## config.mk

```make
export PLATFORM = sky130hd
export DESIGN_NAME = adc_word_packer
export DESIGN_NICKNAME = d
export VERILOG_FILES = /design/src/common/adc_rx_pkg.sv /design/src/logic/adc_word_packer.sv
export SDC_FILE = /design/constraint.sdc
export NUM_CORES = 1
export LEC_CHECK = 0
export BUFFER_PORTS_ARGS = -buffer_cell sky130_fd_sc_hd__buf_2
export CORE_MARGIN = 4
export CORE_UTILIZATION = 41
export DETAILED_ROUTE_END_ITERATION = 8
export PLACE_DENSITY = 0.73
export SLEW_MARGIN = 15
export SYNTH_ARGS = -nofsm -noshare
export SYNTH_HDL_FRONTEND = slang
export SYNTH_SLANG_ARGS = --single-unit
```

## constraint.sdc

```tcl
create_clock -name ADC_ENC -period 0.91 [get_ports ADC_ENC]
set_input_delay 0.182 -clock ADC_ENC [delete_from_list [all_inputs] [get_ports ADC_ENC]]
set_output_delay 0.182 -clock ADC_ENC [all_outputs]
set_load 0.1 [all_outputs]
```

## src/common/adc_rx_pkg.sv

```systemverilog
// shared types for the adc receiver: sample, word, count and delay widths, trigger modes
package adc_rx_pkg;

    // one conversion from the 14-bit adc
    typedef logic [13:0] adc_sample_t;

    // packed output word as it sits in the fifo
    typedef logic [31:0] fifo_word_t;

    // record length setting and the running sample count
    typedef logic [23:0] rec_count_t;

    // delay line setting, in ADC_ENC cycles
    typedef logic [7:0] sample_delay_t;

    // saturating count of words dropped on a full fifo
    typedef logic [7:0] lost_count_t;

    // threshold trigger selection
    typedef enum logic [1:0] {
        trig_off   = 2'd0, // threshold trigger disabled
        trig_below = 2'd1, // sample under threshold
        trig_above = 2'd2, // sample over threshold
        trig_drop  = 2'd3  // fall between two samples exceeds threshold
    } trig_mode_t;

endpackage

```

## src/logic/adc_word_packer.sv

```systemverilog
// packs delayed samples into 32-bit fifo words, one or two samples per word
`timescale 1ns/1ns

module adc_word_packer import adc_rx_pkg::*; #(
    parameter logic [1:0] ADC_ID    = 2'd0,
    parameter logic [0:0] HEADER_ID = 1'b0
) (
    input  logic        ADC_ENC,
    input  logic        rst_adc_sync,
    input  adc_sample_t sample_dly,
    input  logic        adc_sync,
    input  logic        word_write,
    input  logic        first_sample,
    input  logic        cfg_single_data,
    input  logic        cfg_ext_trigger_en,
    input  trig_mode_t  cfg_trig_mode,
    output logic        word_valid,
    output fifo_word_t  word_data
);

    adc_sample_t prev_sample;
    logic        prev_sync;
    logic        trig_flag_sel;
    logic        flag;
    fifo_word_t  word_next;

    always_ff @(posedge ADC_ENC) begin
        prev_sample <= sample_dly;
        prev_sync   <= adc_sync;
    end

    // with any trigger source on, the flag marks the record start instead of sync
    assign trig_flag_sel = cfg_ext_trigger_en || (cfg_trig_mode != trig_off);

    always_comb begin
        if (cfg_single_data) begin
            flag      = trig_flag_sel ? first_sample : adc_sync;
            word_next = {HEADER_ID, ADC_ID, flag, 14'd0, sample_dly};
        end else begin
            flag      = prev_sync; // sync of the older sample
            word_next = {HEADER_ID, ADC_ID, flag, prev_sample, sample_dly};
        end
    end

    always_ff @(posedge ADC_ENC) begin
        if (rst_adc_sync) begin
            word_valid <= 1'b0;
        end else begin
            word_valid <= word_write;
        end
    end

    always_ff @(posedge ADC_ENC) begin
        if (word_write) begin
            word_data <= word_next;
        end
    end

endmodule

```

==> run metrics <==
CTS tree done; cell family with most CP delay flip-flops; Pins Over Slew Limit 0; total wire length 2.46 mm; Post CTS Setup Buffer Count 0; buffers plus inverters on the worst setup path 1; CP Cell Sequence buf_12; Arrival @ worst endpoint 0.99 ns; Synth Register Bits 45; initial core utilization 43.3%; CTS root buf clkbuf_4; Switching Share 31.9%; gr ovfl total 0; Worst setup startpoint word_data[1]; Post-Place Setup Slack -0.228 ns; die area 0.00425 sq mm; Vias 760; failing checks negative setup slack; Logic pwr share 27.8%; Peak Freq 853 MHz; H-Tree Depth 2; most common cell after layout, fill and taps aside buf_12; Mapped Area 0.00134 sq mm; DP HPWL 1.82 mm; run status finished with violations; post-synthesis cell type count 10; maximum VDD drop 1.10 mV; Yosys warnings 0; worst skew pair latency 0.33 ns; Power Density 1930 mW/mm^2; Routed Antenna Nets 0; Lkg Pwr 0.945 nW; drt pass-1 iters 4; gr usage total 12.8%; Die Span X 65.2 um; io pins 56; syn_area_per_cell 19.5 sq um; Final Skew 0.0115 ns; final setup fails 30; Int Power 0.00304 W; nets 166; clock period minus final worst setup slack 1.17 ns; nature of the critical path endpoint output pin; RSZ-0062 raised after global routing yes; sequential-to-total area share from yosys stat 88.7%; # Max-Cap Violations 0; Syn Inst Count 69; # DRC 0; Core ar. 0.00310 sq mm; post-cts sizing count 0; Worst setup SP type register; most frequent cells in the layout 31 x buf_12, 29 x edfxtp_1, 22 x buf_2, 16 x dlygate4sd3_1; clk sink count 45; initial antenna violation count 0; Worst path slowest cell edfxtp_1; # fillers 204; Clk pwr share 18.8%; crit share post-route 129%; routed len/inst 13.1 um; Area growth, synth to finish 72.9%; worst hold slack 0.127 ns; Reg clk slew, reported paths 0.12 ns; hold_sp word_write; Vias per Instance 4.04; routability cong. 0.693; Buffers on Ports 52; WS Path Type reg -> out; Fin. Hold Viols 0; initial drt markers 29; vias in the first global route 738; Num CTS Buffers 5; DIE HEIGHT 65.2 um; Final WS setup -0.262 ns; Site Rows 20; r2r startpoint prev_sync; CP required 0.73 ns; HP Class in -> reg; antenna cells 0; largest net degree at the start of global routing 28; critical path's largest stage delay 0.46 ns; Switching Power 0.00143 W; fraction of final layout cells with drive strength greater than 1 41.7%; CP max FO 1; first-pass GRT wire length 3.82 mm; Seq pwr share 53.5%; Longest Clk Path Bufs 2
per-stage QoR:
stage / area, sq um / instances / TNS, ns / total power, W / util (%)
final: 2320 / 188 / -6.71 / 0.00447 / 74.8
after global routing: 2320 / 188 / -8.60 / 0.00466 / 74.8
after CTS: 2320 / 188 / -7.53 / 0.00453 / 74.8
after detailed placement: 2110 / 164 / -0.228 / 0.00364 / 68.0
after global placement: 2110 / 164 / -0.183 / 0.00361 / 68.0
after floorplan: 1350 / 71 / -5.18 / 0.00313 / -
cell families after synthesis:
family	Yosys count	synth area share (%)
AND/OR/NAND/NOR	17	8.01
buffers and inverters	4	1.96
AO/OA/AOI/OAI	2	1.03
flip-flops	45	88.7
other	1	0.279
per-layer routing:
metal	wire length (um)	vias up	track usage (%)
met5	0	-	0
met4	41	0	6.22
met3	117	4	4.79
met2	1400	32	23.3
met1	897	341	12.6
li1	-	383	-
cells in the mapped netlist:
master / instances / area share [%]
edfxtp_1: 29 / 65
dfxtp_1: 16 / 24
nor2b_1: 15 / 7.0
buf_4: 3 / 1.7
a31oi_1: 1 / 0.47
clkbuf_1: 1 / 0.28
conb_1: 1 / 0.28
nor2_1: 1 / 0.28
o31ai_1: 1 / 0.56
or4b_1: 1 / 0.75
state kept, by name, indices dropped and copies added, names as in the netlist:
name         flops
prev_sample     14
word_data       29
word_valid       1
prev_sync        1
repair_timing:
item	4_1_cts	5_1_grt
hold endpoints to repair	16	0
hold buffers	16	0
gates cloned	0	0
endpoints found under the setup margin	30	30
power by group through the flow:
stage / Combinational (W) / Clock [W] / Sequential (W)
5_1_grt: 0.00127 / 0.000984 / 0.00241
3_3_place_gp: 0.00118 / 0 / 0.00243
4_1_cts: 0.00125 / 0.000884 / 0.00239
6_report: 0.00124 / 0.000840 / 0.00239
3_5_place_dp: 0.00120 / 0 / 0.00244
2_1_floorplan: 0.0000964 / 0 / 0.00303
layout make-up:
type                    count  area [sq um]  share of cell area, %
flip-flops and latches     45          1190                   51.4
repair buffers             69           891                   38.4
multi-input cells          22           133                   5.71
well taps                  44          55.1                   2.37
clock buffers               7          45.0                   1.94
clock inverters             1          5.00                  0.216
final timing paths:
| check | end | slack (ns) | cells after the start |
|---|---|---|---|
| hold reg to reg | word_data[23] | 0.53 | 1 |
| setup reg to reg | word_data[28] | 0.22 | 2 |
| setup / recovery | word_data[1] | -0.26 | 1 |
| hold / removal | word_data[0] | 0.13 | 1 |
No activity file was read; power rests on OpenSTA's default activity.
