===== src/common/adc_rx_pkg.sv =====
// shared types for the adc receiver: sample, word, count and delay widths, trigger modes
package adc_rx_pkg;

    // one conversion from the 14-bit adc
    typedef logic [13:0] adc_sample_t;

    // packed output word as it sits in the fifo
    typedef logic [31:0] fifo_word_t;

    // record length setting and the running sample count
    typedef logic [23:0] rec_count_t;

    // delay line setting, in ADC_ENC cycles
    typedef logic [7:0] sample_delay_t;

    // saturating count of words dropped on a full fifo
    typedef logic [7:0] lost_count_t;

    // threshold trigger selection
    typedef enum logic [1:0] {
        trig_off   = 2'd0, // threshold trigger disabled
        trig_below = 2'd1, // sample under threshold
        trig_above = 2'd2, // sample over threshold
        trig_drop  = 2'd3  // fall between two samples exceeds threshold
    } trig_mode_t;

endpackage


===== src/logic/adc_threshold_trigger.sv =====
// threshold comparator on the delayed sample for below, above and drop modes
`timescale 1ns/1ns

module adc_threshold_trigger import adc_rx_pkg::*; (
    input  logic        ADC_ENC,
    input  logic        rst_adc_sync,
    input  adc_sample_t sample_dly,
    input  trig_mode_t  cfg_trig_mode,
    input  adc_sample_t cfg_trig_threshold,
    output logic        threshold_hit
);

    adc_sample_t prev_dly;
    adc_sample_t fall;

    // previous sample for the drop test
    always_ff @(posedge ADC_ENC) begin
        if (rst_adc_sync) begin
            prev_dly <= '0;
        end else begin
            prev_dly <= sample_dly;
        end
    end

    assign fall = prev_dly - sample_dly; // unsigned, wraps on a rise

    always_comb begin
        case (cfg_trig_mode)
            trig_below: threshold_hit = (sample_dly < cfg_trig_threshold);
            trig_above: threshold_hit = (sample_dly > cfg_trig_threshold);
            trig_drop:  threshold_hit = (fall > cfg_trig_threshold);
            default:    threshold_hit = 1'b0;
        endcase
    end

endmodule


===== config.mk =====
export PLATFORM = sky130hd
export DESIGN_NAME = adc_threshold_trigger
export DESIGN_NICKNAME = d
export VERILOG_FILES = /design/src/common/adc_rx_pkg.sv /design/src/logic/adc_threshold_trigger.sv
export SDC_FILE = /design/constraint.sdc
export NUM_CORES = 1
export LEC_CHECK = 0
export CAP_MARGIN = 20
export CORE_ASPECT_RATIO = 0.7
export CORE_MARGIN = 2
export CORE_UTILIZATION = 51
export DETAILED_ROUTE_END_ITERATION = 12
export DONT_BUFFER_PORTS = 1
export GPL_TIMING_DRIVEN = 0
export PLACE_DENSITY = 0.64
export SETUP_SLACK_MARGIN = 0.15
export SYNTH_ARGS = -nofsm -noshare
export SYNTH_HDL_FRONTEND = slang
export SYNTH_SLANG_ARGS = --single-unit

===== constraint.sdc =====
create_clock -name ADC_ENC -period 4.15 [get_ports ADC_ENC]
set_input_delay 0.2075 -clock ADC_ENC [delete_from_list [all_inputs] [get_ports ADC_ENC]]
set_output_delay 0.2075 -clock ADC_ENC [all_outputs]
set_load 0.01 [all_outputs]

==> impl_metrics.csv <==
group,metric,value,unit
logic_synthesis,yosys_warnings,0,
floorplan,core-area,0.003105,mm^2
timing,slew_viol_final,0,
clock_network,cts_setup_buffers,0,
global_routing,antenna_found_initial,0,
logic_synthesis,synth_cell_types,33,
worst_hold_path,min_from,"rst_adc_sync",
logic_synthesis,synth_top_family_by_area,"adder cells",
floorplan,die_h,51.47,um
global_routing,use_met3,6.509,%
clock_network,clk_pin_slew,0.07,ns
detailed_routing,drtAntennaViolNets,0,
critical_path,crit_required,3.94,ns
clock_network,cts_sinks,14,
detailed_routing,vias,1382,
detailed_routing,remaining_drc_errors,0,
finish,drive_above_1_share,3.241,%
global_routing,grt_max_degree,11,
power_and_ir_drop,vdd_drop_max,144.3,uV
finish,largest_register_ffs,14,
run,maxCapViolations,0,
timing,tns,0,ns
logic_synthesis,synth-compound-area-share,16.46,%
timing,relSlewSlack,64.55,%
logic_synthesis,ys.flop_type,"dfxtp_1",
placement,place_area,0.001689,mm^2
global_routing,overflow,0,
logic_synthesis,synth_top_area_cell,"ha_1",
finish,fin_area,0.001744,mm^2
placement,place_congestion,0.8199,
global_routing,gr-usage-met1,30.64,%
detailed_routing,post_drt_wl_per_cell,14.26,um
finish,fin_util,56.16,%
power_and_ir_drop,leakagePower,0.9101,nW
logic_synthesis,synth_fp_nets,286,
logic_synthesis,syn_area_per_cell,7.743,um^2
clock_network,post_cts_resized,0,
detailed_routing,wl,3621,um
run_status,status,"finished, final reports clean",
critical_path,startpoint_type,"flip-flop",
finish,fin_nets,291,
detailed_routing,drtIter0Drc,67,
detailed_routing,first_pass_iters,6,
logic_synthesis,synth.area.top_cells,"ha_1, dfxtp_1, inv_1",
logic_synthesis,ys_ff_latch,14,
logic_synthesis,synth_edf_count,0,
timing,fmax,268.7,MHz
critical_path,cp-end-kind,"output pin",
finish,diodes,0,
finish,syn2layout_area_growth,6.250,%
logic_synthesis,synth_mux_area_share,0,%
timing,tightest_slew,0.5318,ns
clock_network,cts_tree,"yes",
global_routing,grt_pass1_wl,6251,um
power_and_ir_drop,p_total,0.4837,mW
timing,finalSetupViolations,0,
floorplan,fp.dieW,71.81,um
logic_synthesis,synthSimpleGateAreaFrac,19.51,%
logic_synthesis,synthXorXnorAreaFrac,6.936,%
worst_hold_path,hold_end,"prev_dly[9]",
logic_synthesis,synthAdderAreaFrac,32.47,%
clock_network,cts_hold_buf,0,
worst_hold_path,whs_path_depth,1,
placement,hpwl,3155,um
clock_network,cts_buffer_depth,2,
critical_path,crit_fanout,3,
placement,port-buffer-count,0,
logic_synthesis,synth_most_common_cell,"ha_1",
critical_path,arrival,3.51,ns
critical_path,worst-setup-path-type,"flip-flop to output pin",
global_routing,grt_pass1_vias,1414,
logic_synthesis,netlist_instances,212,
power_and_ir_drop,p_per_area,277.3,mW/mm^2
clock_network,root_buffer,"clkbuf_8",
logic_synthesis,yosysSeqAreaShare,17.07,%
floorplan,num_rows,17,
global_routing,top_usage_layer,"met2",
floorplan,boundaryPins,33,
global_routing,grt_use_total,22.50,%
timing,min_period_over_period,89.67,%
finish,max_flop_register,"prev_dly",
clock_network,htreeDepth,1,
detailed_routing,via_per_inst,5.441,
logic_synthesis,synth_top_area_share,31.25,%
logic_synthesis,syn-cell-area,0.001642,mm^2
floorplan,die-area,0.003696,mm^2
timing,rsz0062_at_grt,"no",
logic_synthesis,yosys-top-cells-count,"ha_1, inv_1, nor2_1",
global_routing,use_met2,34.26,%
timing,hold_viol,0,
timing,fin_crit,3.721,ns
logic_synthesis,postSynth.asyncResetShare,0,%
finish,largestRegisters,"prev_dly (14)",
clock_network,cts_made_buffers,3,
worst_hold_path,min_path_type,"input pin to flip-flop",
floorplan,start_util,52.86,%
==> worst max path at each step <==
stage                            from             to  depth (start not counted)
after floorplan           prev_dly[0]  threshold_hit                         15
after global placement    prev_dly[0]  threshold_hit                         15
after detailed placement  prev_dly[0]  threshold_hit                         15
after CTS                 prev_dly[0]  threshold_hit                         15
after global routing      prev_dly[0]  threshold_hit                         15
final                     prev_dly[0]  threshold_hit                         15
==> stage by stage <==
step                worst slack (ns)  hold WS, ns  std cells
floorplan                      1.159       0.2742        212
global placement              0.8577       0.2752        250
detailed placement            0.7668       0.2767        250
CTS                           0.4418      0.01197        254
global route                  0.1621     0.001862        254
finish                        0.4286      0.01607        254
==> final cells by class <==
class	count	area [um^2]
well taps	38	47.55
fillers	304	1361
flip-flops and latches	14	280.3
plain buffers	1	3.754
clock buffers	4	55.05
multi-input cells	165	1237
inverters	32	120.1
==> worst max-delay path: stages (launching register included) <==
cell and delay, ns:
dfxtp_1 0.32, inv_1 0.05, ha_1 0.20, fa_1 0.41, nor2b_1 0.26, o2111ai_2 0.15
nand4b_1 0.14, nand2_1 0.11, o21ai_1 0.19, xor2_1 0.22, ha_1 0.28, nand4_1 0.13
a21oi_1 0.07, a211oi_1 0.23, a211oi_1 0.10, or3_1 0.39
==> per-layer routing <==
layer | up-vias | wire, um
li1 | 736 | -
met1 | 606 | 1852
met2 | 36 | 1510
met3 | 4 | 230
met4 | 0 | 27
met5 | - | 0
==> layout by cell type (no fill, tap or decap), drive strengths merged, types with 6 or more instances in the layout <==
cell type / Yosys / routed
ha: 41 / 41
inv: 32 / 32
nor2: 29 / 29
a21oi: 18 / 18
dfxtp: 14 / 14
nand2: 13 / 13
xnor2: 9 / 9
o21ai: 7 / 7
nand4: 6 / 6
==> cells by family (layout without fill, tap and decap cells) <==
family                   Yosys count  count (layout)
AND/OR/NAND/NOR                   68              68
adder cells (fa/ha/maj)           42              42
AO/OA/AOI/OAI                     42              42
buffers and inverters             33              37
flip-flops                        14              14
XOR/XNOR                          13              13
==> power by group <==
group	internal (mW)	total (mW)	switching, mW
Sequential	0.142	0.144	0.00243
Clock	0.0842	0.141	0.0572
Combinational	0.0868	0.198	0.111
Total	0.313	0.484	0.171
No activity file was read; power rests on OpenSTA's default activity.
