## config.mk

```make
export PLATFORM = sky130hd
export DESIGN_NAME = adc_sample_fifo
export DESIGN_NICKNAME = d
export VERILOG_FILES = /design/src/common/adc_rx_pkg.sv /design/src/logic/adc_sample_fifo.sv
export SDC_FILE = /design/constraint.sdc
export NUM_CORES = 2
export LEC_CHECK = 0
export ABC_AREA = 1
export BUFFER_PORTS_ARGS = -buffer_cell sky130_fd_sc_hd__buf_4
export CELL_PAD_IN_SITES_DETAIL_PLACEMENT = 1
export CELL_PAD_IN_SITES_GLOBAL_PLACEMENT = 2
export CORE_MARGIN = 2
export CORE_UTILIZATION = 44
export DETAILED_ROUTE_END_ITERATION = 16
export PLACE_DENSITY_LB_ADDON = 0.1
export RECOVER_POWER = 100
export REMOVE_ABC_BUFFERS = 1
export SETUP_SLACK_MARGIN = 0.05
export SYNTH_ARGS = -nofsm -noshare
export SYNTH_HDL_FRONTEND = slang
export SYNTH_SLANG_ARGS = --single-unit
```

## constraint.sdc

```tcl
create_clock -name ADC_ENC -period 3.91 [get_ports ADC_ENC]
set_input_delay 0.5865 -clock ADC_ENC [delete_from_list [all_inputs] [get_ports ADC_ENC]]
set_output_delay 0.5865 -clock ADC_ENC [all_outputs]
set_load 0.01 [all_outputs]
```

## src/common/adc_rx_pkg.sv

```systemverilog
// shared types for the adc receiver: sample, word, count and delay widths, trigger modes
package adc_rx_pkg;

    // one conversion from the 14-bit adc
    typedef logic [13:0] adc_sample_t;

    // packed output word as it sits in the fifo
    typedef logic [31:0] fifo_word_t;

    // record length setting and the running sample count
    typedef logic [23:0] rec_count_t;

    // delay line setting, in ADC_ENC cycles
    typedef logic [7:0] sample_delay_t;

    // saturating count of words dropped on a full fifo
    typedef logic [7:0] lost_count_t;

    // threshold trigger selection
    typedef enum logic [1:0] {
        trig_off   = 2'd0, // threshold trigger disabled
        trig_below = 2'd1, // sample under threshold
        trig_above = 2'd2, // sample over threshold
        trig_drop  = 2'd3  // fall between two samples exceeds threshold
    } trig_mode_t;

endpackage

```

## src/logic/adc_sample_fifo.sv

```systemverilog
// show-ahead word fifo that drops and counts writes while full
`timescale 1ns/1ns

module adc_sample_fifo import adc_rx_pkg::*; #(
    parameter int FIFO_DEPTH = 64
) (
    input  logic        ADC_ENC,
    input  logic        rst_adc_sync,
    input  logic        word_valid,
    input  fifo_word_t  word_data,
    input  logic        fifo_read,
    output fifo_word_t  fifo_data,
    output logic        fifo_empty,
    output lost_count_t lost_count,
    output logic        lost_error
);

    localparam int AW = $clog2(FIFO_DEPTH);

    fifo_word_t    mem [FIFO_DEPTH];
    logic [AW-1:0] wr_ptr;
    logic [AW-1:0] rd_ptr;
    logic [AW:0]   count;
    logic          full;
    logic          push;
    logic          pop;

    assign full       = (count == (AW + 1)'(FIFO_DEPTH));
    assign fifo_empty = (count == '0);
    assign push       = word_valid && !full;
    assign pop        = fifo_read && !fifo_empty;

    always_ff @(posedge ADC_ENC) begin
        if (push) begin
            mem[wr_ptr] <= word_data;
        end
    end

    assign fifo_data = mem[rd_ptr]; // head of queue, valid while not empty

    always_ff @(posedge ADC_ENC) begin
        if (rst_adc_sync) begin
            wr_ptr     <= '0;
            rd_ptr     <= '0;
            count      <= '0;
            lost_count <= '0;
        end else begin
            if (push) wr_ptr <= wr_ptr + 1'b1;
            if (pop) rd_ptr <= rd_ptr + 1'b1;
            if (push && !pop) begin
                count <= count + 1'b1;
            end else if (pop && !push) begin
                count <= count - 1'b1;
            end
            if (word_valid && full && lost_count != 8'hff) begin
                lost_count <= lost_count + 8'd1; // saturates at 255
            end
        end
    end

    assign lost_error = (lost_count != '0);

endmodule

```

==> impl_results.md <==
* Residual DRC at 0
* Port bufs at 77
* Final Hold Vio Count at 0
* Syn avg cell area at 12.03 µm²
* Nets at 7129
* Aggregate negative setup slack at 0 ns
* Pre-CTS setup slack at 0.5705 ns
* Total power at between 50 and 60 mW
* # IOs at 78
* Clock slew at reported path FFs at 0.06 ns
* Synthesized cell area at between 80000 and 90000 µm²
* Metal2 WL at ~140000 µm
* Finished Core Util at 50.45%
* Vias per cell at between 5 and 6
* CP max-delay cell: nor2_1
* P_leak at around 34 nW
* Final cell count without fillers at 9778
* Flop2flop setup slack at between 0.05 and 0.06 ns
* Final period utilization at a little over nine tenths
* Worst slew margin at -116.3%
* P per Cell Area at approximately 590 nW/µm²
* Least-Margin Pin Slew at 3.244 ns
* Worst Path Required at around 4.4 ns
* Total GRT Usage at approximately 30%
* Top Layer Used: met4
* Sequential share of the synthesized area at about three quarters
* Max_cap viols at 38
* Kind of cell adding the most delay to the critical path: simple AND/OR/NAND/NOR gates
* Row count at 160
* Worst Path Max Fanout at 8
* CTS tree: yes
* Antenna Nets Post-Route at 0
* DR vias at 57660
* Final WL at 292000 µm
* Deepest clock path buffer count at 3
* Tmin final at ~3.9 ns
* Post-DP HPWL at 152400 µm
* Global-route wire length before repair at between 400000 and 500000 µm
* Mux share of post-synthesis cell area at 0%
* Max frequency at around 0.26 GHz
* Mapped Cells at roughly 6900
* Worst Path Arrival at 4.35 ns
* Xor/xnor share of the synthesized area at 0.08379%
* Core region area at 189600 µm²
* Hold endpoint: lost_count[4]
* Clock Latency Late Sink at 0.86 ns
* Die area at just under 200000 µm²
* Initial Utilization at 44.11%
* Stages on worst setup path at 8
* Die Y at about 440 µm
* Final WS setup at 0.05615 ns
* Die X at about 440 µm
* Drt first-iter violations at 5679
* Synth cell types at 24
* Critical Path, Cell by Cell: nor2_1 > nand3_1 > o21ai_2 > nor2_1 > nand3_1 > clkbuf_1 > nor2_1 > clkbuf_2
* H-tree Lvls at 4
* GPL Wtd Cong at approximately 0.77
* Endpoints failing setup at 0
* Largest net degree at the start of global routing at around 120
* Fillers at just under 20000
* Num CTS Buffers at between 200 and 250
* Sink Count at between 2000 and 2500
* Crit end category: flip-flop
* Routed wl met3 at approximately 17000 µm
* CP startpoint kind: flip-flop
* Met1 wire length at approximately 120000 µm
* Combinational family with the most area after synthesis: simple AND/OR/NAND/NOR gates
* Fin Clk Skew at 0.02897 ns
* Setup CP Type: flip-flop to flip-flop
* Share of cells above drive strength 1 at a little under a tenth
* Hold WC Path Type: input pin to flip-flop
* Drt pass-1 iters at 6
* Vias in the first global route at between 50000 and 60000
* Failing checks: max-capacitance violations, max-slew violations
* Largest stage delay, worst path at 1.32 ns
* Initial antenna violation count at 6
* Max-slew violation count at approximately 2300
* Hold wc startpoint: rst_adc_sync
* Worst hold stages at 2
* Worst Reg-to-Reg Cells at 8
* Synth Warn # at 0
* Routed len/inst at 29.86 µm
* Congestion Overflow GR at 0
* R2r startpoint: count[0]
* Post-placement cell count at between 9000 and 10000
* Yosys reg bits at between 2000 and 2500
* Peak VDD IR at 0.0003944 V
* Adder-Cell Fraction of Synth Area at less than 1%
* Root Driver: clkbuf_16
* Buf/Inv on CP at 2
* RSZ-0062 raised after global routing: yes
* Simple logic cell fraction of the synthesized area at 22.28%
* Synth Area in Compound Gates at 0.2514%
* Reg2reg end: mem[59][16]
* CP most frequent cell: nor2_1
* Status: finished, violations left
* Area delta synth->final at 14.38%
[kinds of logic (layout without fill, tap and decap cells)]
kind of cell,after synthesis,after routing
other cells,0,3
simple gates,4315,4315
xor+xnor,8,8
buf+inv,492,807
compound gates,41,41
flops,2081,2081
fa+ha+maj,12,12
[repair_timing]
action | CTS | global route
cloned | 15 | 8
hold buffers | 0 | 0
setup endpoints to repair | 32 | 30
pin swaps | 0 | 1
resized for setup | 54 | 35
buffers inserted | 9 | 4
[area by class of cell]
cell class | instances | area, µm² | area share, %
Sequential cell | 2081 | 62180 | 65.01
Multi-Input combinational cell | 4376 | 19530 | 20.41
Clock buffer | 281 | 5818 | 6.082
Timing Repair Buffer | 358 | 3642 | 3.808
Tap cell | 2511 | 3142 | 3.285
Clock inverter | 120 | 1047 | 1.095
Inverter | 43 | 219.0 | 0.2289
Timing Repair inverter | 5 | 70.07 | 0.07325
Antenna cell | 3 | 7.507 | 0.007848
[flip-flops by register name, summed over array words and instances (netlist names), named ones only]
register / flops
count: 7
lost_count: 8
mem: 2048
rd_ptr: 6
wr_ptr: 6
[worst reg2reg max path, delay by kind of cell, from the launching register on]
family / cells / cell delay, ns
AO/OA/AOI/OAI: 1 / 0.19
buffers and inverters: 2 / 0.98
flip-flops: 1 / 0.41
AND/OR/NAND/NOR: 5 / 1.93
[Yosys cell counts]
| cell | count | area (µm²) |
|---|---|---|
| o21ai_0 | 15 | 75.07 |
| dfxtp_1 | 33 | 660.6 |
| o21ai_2 | 1 | 8.760 |
| buf_6 | 7 | 78.83 |
| xor2_1 | 5 | 43.79 |
| ha_1 | 11 | 137.6 |
| buf_4 | 37 | 277.8 |
| edfxtp_1 | 2048 | 61500 |
| inv_2 | 3 | 11.26 |
| fa_1 | 1 | 20.02 |
| nand4_1 | 7 | 43.79 |
| buf_2 | 284 | 1421 |
| a21oi_1 | 24 | 120.1 |
| a31oi_1 | 1 | 6.260 |
| clkbuf_1 | 88 | 330.3 |
| inv_4 | 1 | 6.260 |
| inv_1 | 39 | 146.4 |
| nor3_1 | 5 | 25.02 |
| buf_1 | 33 | 123.9 |
| xnor2_1 | 3 | 26.28 |
| nor4_1 | 1 | 6.260 |
| nand2_1 | 2294 | 8611 |
| nand3_1 | 1925 | 9634 |
| nor2_1 | 83 | 311.6 |
[worst max-delay path by stage]
| stage | startpoint | endpoint | slack (ns) |
|---|---|---|---|
| after floorplan | flip-flop | fifo_data[27] | -42.34 |
| after global placement | count[0] | count[5] | 0.61 |
| after detailed placement | count[0] | count[5] | 0.57 |
| after CTS | flip-flop | fifo_data[27] | 0.03 |
| after global routing | flip-flop | fifo_data[17] | 0.002 |
| final | count[0] | mem[59][16] | 0.06 |
[routing by layer]
metal  vias to the layer above  GRT usage, %
li1                      25030             -
met1                     30270         41.63
met2                      1906         49.46
met3                       456         3.860
met4                         0         8.479
met5                         -             0
[layout by cell type, fill, tap and decap left out, drive strengths merged, types with 5 or more instances in the layout]
| cell | netlist | final |
|---|---|---|
| nor2 | 83 | 83 |
| clkinv | 0 | 97 |
| bufbuf | 0 | 7 |
| buf | 361 | 195 |
| clkbuf | 88 | 437 |
| ha | 11 | 11 |
| nor3 | 5 | 5 |
| inv | 43 | 51 |
| edfxtp | 2048 | 2048 |
| a21oi | 24 | 24 |
| nand4 | 7 | 7 |
| nand3 | 1925 | 1925 |
| nand2 | 2294 | 2294 |
| xor2 | 5 | 5 |
| bufinv | 0 | 18 |
| dfxtp | 33 | 33 |
| o21ai | 16 | 16 |
[report_power, final]
group / leakage (nW) / total [mW] / switching, mW / internal (mW)
Clock: 3.37 / 20.3 / 8.69 / 11.6
Combinational: 11.5 / 11.6 / 8.02 / 3.56
Sequential: 18.7 / 24.8 / 0.102 / 24.7
Total: 33.6 / 56.7 / 16.8 / 39.9
[stage by stage]
stage	area, µm²	hold WS, ns
6_report	95650	0.06974
5_1_grt	95650	0.04837
4_1_cts	96050	0.02847
3_5_place_dp	88480	0.4841
3_3_place_gp	88480	0.4700
2_1_floorplan	81390	0.4592
Power figures use the tool's default switching activity.
