$ cat src/common/adc_rx_pkg.sv
// shared types for the adc receiver: sample, word, count and delay widths, trigger modes
package adc_rx_pkg;

    // one conversion from the 14-bit adc
    typedef logic [13:0] adc_sample_t;

    // packed output word as it sits in the fifo
    typedef logic [31:0] fifo_word_t;

    // record length setting and the running sample count
    typedef logic [23:0] rec_count_t;

    // delay line setting, in ADC_ENC cycles
    typedef logic [7:0] sample_delay_t;

    // saturating count of words dropped on a full fifo
    typedef logic [7:0] lost_count_t;

    // threshold trigger selection
    typedef enum logic [1:0] {
        trig_off   = 2'd0, // threshold trigger disabled
        trig_below = 2'd1, // sample under threshold
        trig_above = 2'd2, // sample over threshold
        trig_drop  = 2'd3  // fall between two samples exceeds threshold
    } trig_mode_t;

endpackage

$ cat src/record_control/adc_record_control.sv
// record FSM: arming on sync, start and trigger events, sample counting, word write timing
`timescale 1ns/1ns

module adc_record_control import adc_rx_pkg::*; (
    input  logic       ADC_ENC,
    input  logic       rst_adc_sync,
    input  logic       start,
    input  logic       adc_sync,
    input  logic       adc_trigger,
    input  logic       threshold_hit,
    input  logic       cfg_start_with_sync,
    input  logic       cfg_ext_trigger_en,
    input  logic       cfg_single_data,
    input  rec_count_t cfg_data_cnt,
    output logic       word_write,
    output logic       first_sample,
    output logic       done
);

    typedef enum logic [1:0] {
        idle,
        wait_sync,
        recording
    } rec_state_t;

    rec_state_t state;
    rec_count_t rec_cnt;
    logic       sync_q;
    logic       sync_rise;
    logic       trig_evt;
    logic       start_evt;
    logic       phase;    // double mode: high on the second sample of a pair
    logic       last;

    assign sync_rise = adc_sync && !sync_q;
    assign trig_evt  = (cfg_ext_trigger_en && adc_trigger) || threshold_hit;

    always_comb begin
        case (state)
            idle:      start_evt = (start && !cfg_start_with_sync) || trig_evt;
            wait_sync: start_evt = sync_rise || trig_evt;
            default:   start_evt = 1'b0; // busy
        endcase
    end

    // zero length means record forever
    assign last = (cfg_data_cnt != '0) && (rec_cnt == cfg_data_cnt - 24'd1);

    always_ff @(posedge ADC_ENC) begin
        if (rst_adc_sync) begin
            state   <= idle;
            rec_cnt <= '0;
            phase   <= 1'b0;
            sync_q  <= 1'b0;
        end else begin
            sync_q <= adc_sync;
            if (start_evt) begin
                state   <= recording;
                rec_cnt <= '0;
                phase   <= 1'b0;
            end else if (state == idle && start && cfg_start_with_sync) begin
                state <= wait_sync; // arm for next sync edge
            end else if (state == recording) begin
                phase <= !phase;
                if (last) begin
                    state <= idle;
                end
                if (rec_cnt != 24'hff_ffff) begin
                    rec_cnt <= rec_cnt + 24'd1;
                end
            end
        end
    end

    assign word_write   = (state == recording) && (cfg_single_data || phase);
    assign first_sample = (state == recording) && (rec_cnt == '0);
    assign done         = (state == idle);

endmodule
$ cat config.mk
export PLATFORM = sky130hd
export DESIGN_NAME = adc_record_control
export DESIGN_NICKNAME = d
export VERILOG_FILES = /design/src/common/adc_rx_pkg.sv /design/src/record_control/adc_record_control.sv
export SDC_FILE = /design/constraint.sdc
export NUM_CORES = 1
export LEC_CHECK = 0
export BUFFER_PORTS_ARGS = -buffer_cell sky130_fd_sc_hd__buf_2
export CORE_ASPECT_RATIO = 0.5
export CORE_MARGIN = 8
export CORE_UTILIZATION = 57
export CTS_CLUSTER_DIAMETER = 150
export DETAILED_ROUTE_END_ITERATION = 7
export HOLD_SLACK_MARGIN = 0.06
export PLACE_DENSITY_LB_ADDON = 0.3
export SYNTH_ARGS = -nofsm -noshare
export SYNTH_HDL_FRONTEND = slang
export SYNTH_SLANG_ARGS = --single-unit
$ cat constraint.sdc
create_clock -name ADC_ENC -period 5.7 [get_ports ADC_ENC]
set_input_delay 0.855 -clock ADC_ENC [delete_from_list [all_inputs] [get_ports ADC_ENC]]
set_output_delay 0.855 -clock ADC_ENC [all_outputs]
set_load 0.005 [all_outputs]
==> impl_metrics.ini, run 1 <==
[flow_run]
max-cap-violations = 0

[clock_network]
root_buffer = clkbuf_8
cts_made_buffers = 3
path_clk_slew_ns = 0.09
cts_resized = 0
post-cts-setup-buffers = 0
postCtsHoldBufs = 0
cts_htree_levels = 1
clkLatencyLatePin_ns = 0.28
cts_tree = built
cts.sinks = 28
clk_path_buf_depth = 2

[sta]
rsz0062_at_grt = false
setup_ws_ns = 2.58
worst_pin_slew_ns = 0.819
slew_headroom_pct = 45.4
period_needed_ns = 3.12
post-route-period-util_pct = 54.8
finClkSkew_ns = 0.00474
setup_viol = 0
slew_viol_final = 0
finalHoldViolations = 0
setup_tns_ns = 0
fmax_mhz = 320

[synthesis]
synth_top_area_share_pct = 26.0
yosys.area.top_type = dfxtp_1
ys_warn_count = 0
yosysUniqueCellTypes = 51
synth_flop_cell = dfxtp_1
ys_seq_area_share_pct = 26.0
syn_inst = 279
synth_edf_count = 0
synth-seq-cells = 28
synthesis.area_sq_um = 2150
synthesis.nets = 315
syn_area_per_cell_sq_um = 7.72
async_flop_share_pct = 0
synthTopCellsByArea = dfxtp_1 (26%), xor2_1 (10%), xnor2_1 (9.4%), nor2_1 (7.7%), nand4_1 (3.5%)

[global_routing]
grt_pass1_wl_um = 8680
grt_overflow = 0
grt_pass1_vias = 1937
antenna_found_initial = 0
grtUsageTotal_pct = 17.7
grt_start_max_net_pins = 27

[placed_design]
portBuffers = 35
gp_congestion = 0.926
hpwl_um = 4250
dp_slack_ns = 2.32

[cells_and_area]
area_growth_pct = 11.7
nNetsFinal = 344
drive_above_1_share_pct = 16.0
diodes = 0

[pwr]
power_density_nw_per_um2 = 163
total_leakage_power_nw = 0.836
finalPower_uw = 392
ir_worst_vdd_mv = 0.107

[routing]
ant_nets = 0
dr_total_vias = 2106
via_per_inst = 5.88
wl_per_cell_um = 14.9
drt_wl_total_um = 5330
route.detailed.drc = 0
drt_iter0_drc = 174
dr.pass1.iters = 5

[floorplanning]
start_util_pct = 61.0
die_area_sq_um = 6120
core_area_sq_um = 3530
ioPinCount = 36
dieWidth_um = 103
rows = 15
die_y_um = 59.5

[min_path]
holdCritPathClass = flip-flop to flip-flop

[worst_setup_path]
criticalPathCategory = input pin to flip-flop
worstPathArrival_ns = 3.28
cp_cell_sequence = buf_2 -> inv_1 -> ha_1 -> nor4b_2 -> nand4_1 -> nor4_2 -> xnor2_1 -> or4_1 -> nor4_1 -> a21oi_1
critical_path_required_ns = 5.86
path_max_fanout = 5
cp_top_family = simple AND/OR/NAND/NOR gates
critPathLaunchType = input pin
slowest_delay_ns = 0.53
crit_slowest_cell = or4_1
crit_buf_inv = 2
crit_path_end_kind = flip-flop

[run_status]
status = finished, final reports clean
area by class of cell:
cell class	instances	area, sq um
tap	51	63.8
fill	312	1120
clock buffer	4	55.1
multi-input combinational	232	1520
inverter	8	30.0
sequential	28	561
timing repair buffer	35	175
Yosys cell counts (3+ instances only):
| master | n |
|---|---|
| nor2_1 | 44 |
| dfxtp_1 | 28 |
| xor2_1 | 25 |
| xnor2_1 | 23 |
| nand2_1 | 15 |
| nand3_1 | 12 |
| nand4_1 | 12 |
| clkbuf_1 | 10 |
| nor3_1 | 9 |
| nor4_1 | 9 |
| inv_1 | 8 |
| a21oi_1 | 7 |
| o21ai_0 | 6 |
| nand3b_1 | 5 |
| or3_1 | 5 |
| nor2b_1 | 4 |
| nor3b_1 | 4 |
| a31oi_1 | 3 |
| and3_1 | 3 |
| and4_1 | 3 |
| ha_1 | 3 |
| nand2b_1 | 3 |
| or4_1 | 3 |
power by group:
part / leakage (nW) / switching, mW / internal, mW / total, mW
Sequential: 0.226 / 0.00299 / 0.198 / 0.201
Combinational: 0.581 / 0.0390 / 0.0286 / 0.0677
Clock: 0.0288 / 0.0613 / 0.0619 / 0.123
worst register-to-register path, delay by kind of cell (launching register included):
kind            cells  cell delay, ns
flops               1            0.46
xor+xnor            1            0.13
fa+ha+maj           1            0.27
simple gates        5            0.93
compound gates      1            0.54
cell families (layout without fill, tap and decap cells):
| family | Yosys count | after routing | share of synthesized area (%) |
|---|---|---|---|
| xor gates and xnor gates | 48 | 48 | 19.5 |
| muxes | 3 | 3 | 1.45 |
| DFF | 28 | 28 | 26.0 |
| adders and majority gates | 3 | 3 | 1.74 |
| AOI/OAI and AO/OA | 35 | 35 | 11.4 |
| and+or+nand+nor | 143 | 143 | 36.5 |
| buffers and inverters | 19 | 47 | 3.37 |
per-stage QoR:
stage               std cells  instance area [sq um]  util [%]  hold WS [ns]
detailed placement        354                   2350      66.6         0.509
global route              358                   2400      68.2         0.555
CTS                       358                   2400      68.2         0.533
finish                    358                   2400      68.2         0.531
global placement          354                   2350      66.6         0.494
floorplan                 279                   2150         -         0.480
final timing paths:
kind | start | endpoint | slack [ns] | cells after the start
max | cfg_data_cnt[0] | state[1] | 2.58 | 10
min reg2reg | phase | phase | 0.53 | 2
max reg2reg | rec_cnt[0] | rec_cnt[7] | 3.23 | 8
min | phase | phase | 0.53 | 2
flip-flops by register name, summed over array words and instances, names as in the netlist:
register  flops
sync_q        1
phase         1
state         2
rec_cnt      24
cells in the final DEF (no fill, tap or decap), types with 2 or more instances in the layout:
cell	synthesis	layout
and3_1	3	3
and4_1	3	3
nand4_1	12	12
nand3_1	12	12
ha_1	3	3
nor2b_1	4	4
nor4_1	9	9
o211ai_1	2	2
nor2_1	44	44
o21ai_0	6	6
or2_2	2	2
nor4b_1	2	2
xnor2_1	23	23
clkbuf_8	0	4
o2111ai_1	2	2
nor4_2	2	2
nor3_1	9	9
a21oi_1	7	7
or4_1	3	3
inv_1	8	8
a211oi_1	2	2
nor3b_1	4	4
xor2_1	25	25
mux2i_1	2	2
nand2_1	15	15
nand3b_1	5	5
nand2b_1	3	3
a31oi_1	3	3
buf_2	1	35
dfxtp_1	28	28
or3_1	5	5
layer usage:
layer	wire (um)	global-route usage, %	up-vias
met4	35	3.87	0
met1	2420	22.4	981
met3	400	4.10	7
met5	0	0	-
met2	2470	29.7	63
li1	-	-	1055
Power figures use the tool's default switching activity.
==> inputs of run 2 (changes only) <==
Settings changed: CORE_UTILIZATION 57 to 51.
Clock period 5.7 ns to 2.7 ns, I/O delays scaled along.
==> impl_metrics.ini, run 2 (synthesis gave the netlist of run 1 again) <==
[worst_setup_path]
critical_path_required_ns = 2.86
criticalPathCategory = input pin to flip-flop
reg2reg_depth = 7
reg2reg_slack_ns = 0.28
crit_path_end_kind = flip-flop
worstPathArrival_ns = 2.62
r2r-start = rec_cnt[3]
path_max_fanout = 4
critPathLaunchType = input pin
r2r_end = rec_cnt[23]

[sta]
worst_pin_slew_ns = 0.820
rsz0062_at_grt = false
whs_ns = 0.305
setup_viol = 0
finalHoldViolations = 0
post-route-period-util_pct = 91.0
slew_viol_final = 0
slew_headroom_pct = 45.4
period_needed_ns = 2.46
fmax_mhz = 407
finClkSkew_ns = 0.00571

[min_path]
min_delay_path_depth = 2
min_from = rst_adc_sync
holdCritPathClass = input pin to flip-flop
min_to = sync_q

[clock_network]
postCtsHoldBufs = 0
post-cts-setup-buffers = 0
root_buffer = clkbuf_8
cts_htree_levels = 1
cts_resized = 0
clkLatencyLatePin_ns = 0.27
cts_tree = built
path_clk_slew_ns = 0.10
cts_made_buffers = 3
cts.sinks = 28
clk_path_buf_depth = 2

[floorplanning]
rows = 16
die_area_sq_um = 6680
die_y_um = 61.9
core_area_sq_um = 3980
dieWidth_um = 108
start_util_pct = 54.1
ioPinCount = 36

[placed_design]
portBuffers = 35
hpwl_um = 4370
gp_congestion = 0.865

[routing]
drt_wl_total_um = 5500
via_per_inst = 5.67
ant_nets = 0
dr_total_vias = 2088
route.detailed.drc = 0
wl_per_cell_um = 14.9
drt_iter0_drc = 161
dr.pass1.iters = 4

[global_routing]
top_usage_layer = met2
grtUsageMet2_pct = 29.1
grt_use_met1_pct = 22.4
grt_pass1_wl_um = 9210
use_met3_pct = 3.91
antenna_found_initial = 0
grt_start_max_net_pins = 27
grtUsageTotal_pct = 16.9
grt_overflow = 0
grt_pass1_vias = 1985

[run_status]
status = finished, final reports clean

[cells_and_area]
nNetsFinal = 351
fill_cells = 354
largest_reg_flops = 24
largest_register = rec_cnt
diodes = 0
final_common_cell = nor2_1
area_growth_pct = 14.7
fin_util_pct = 62.0
top_regs = rec_cnt (24), state (2)
layout_common_cells = nor2_1 (44), buf_2 (35), dfxtp_1 (28)
drive_above_1_share_pct = 17.8

[pwr]
power_density_nw_per_um2 = 338
ir_worst_vdd_mv = 0.258
total_leakage_power_nw = 0.874

[flow_run]
max-cap-violations = 0
## run 2: cell count changes in the layout (fill, tap and decap cells not counted), sizes merged
cell and delta:
buf +7
## run 2: power by group
| part | total (mW) | internal [mW] | switching, mW |
|---|---|---|---|
| Combinational | 0.151 | 0.0654 | 0.0857 |
| Sequential | 0.424 | 0.418 | 0.00620 |
| Clock | 0.259 | 0.131 | 0.129 |
| Total | 0.834 | 0.614 | 0.220 |
## run 2: critical path, stage by stage
cell	delay, ns
buf_2	0.12
inv_1	0.05
ha_1	0.18
nor4b_4	0.29
nand4_1	0.28
nor4_2	0.32
xnor2_1	0.11
or4_1	0.52
nor4_1	0.26
a21oi_1	0.09
## run 2: worst max-delay path by stage
stage / start / end / slack (ns)
floorplan: cfg_data_cnt[16] / state[1] / 0.14
global placement: cfg_data_cnt[0] / state[1] / 0.006
detailed placement: cfg_data_cnt[0] / state[1] / -0.12
CTS: cfg_data_cnt[0] / state[1] / 0.16
global route: rec_cnt[3] / rec_cnt[23] / 0.04
finish: cfg_data_cnt[0] / state[1] / 0.24
## run 2: metrics by stage
stage	setup WS [ns]	TNS [ns]	power [mW]	cells	cell area [sq um]
floorplan	0.136	0	0.512	279	2150
global placement	0.00632	0	0.576	364	2410
detailed placement	-0.118	-0.118	0.582	364	2410
CTS	0.160	0	0.835	368	2460
global route	0.0360	0	0.876	368	2470
finish	0.244	0	0.834	368	2470
## run 2: per-layer routing
layer | vias up | part of all wire [%]
met2 | 43 | 46
met3 | 2 | 5.7
li1 | 1072 | -
met1 | 971 | 48
met5 | - | 0
met4 | 0 | 0.13
## run 2: layout make-up
class	instances	area [sq um]	share of cell area, %
Multi-Input combinational cell	232	1530	61.9
Sequential cell	28	561	22.7
Timing Repair Buffer	42	228	9.22
Tap cell	54	67.6	2.74
Clock buffer	4	55.1	2.23
Inverter	8	30.0	1.22
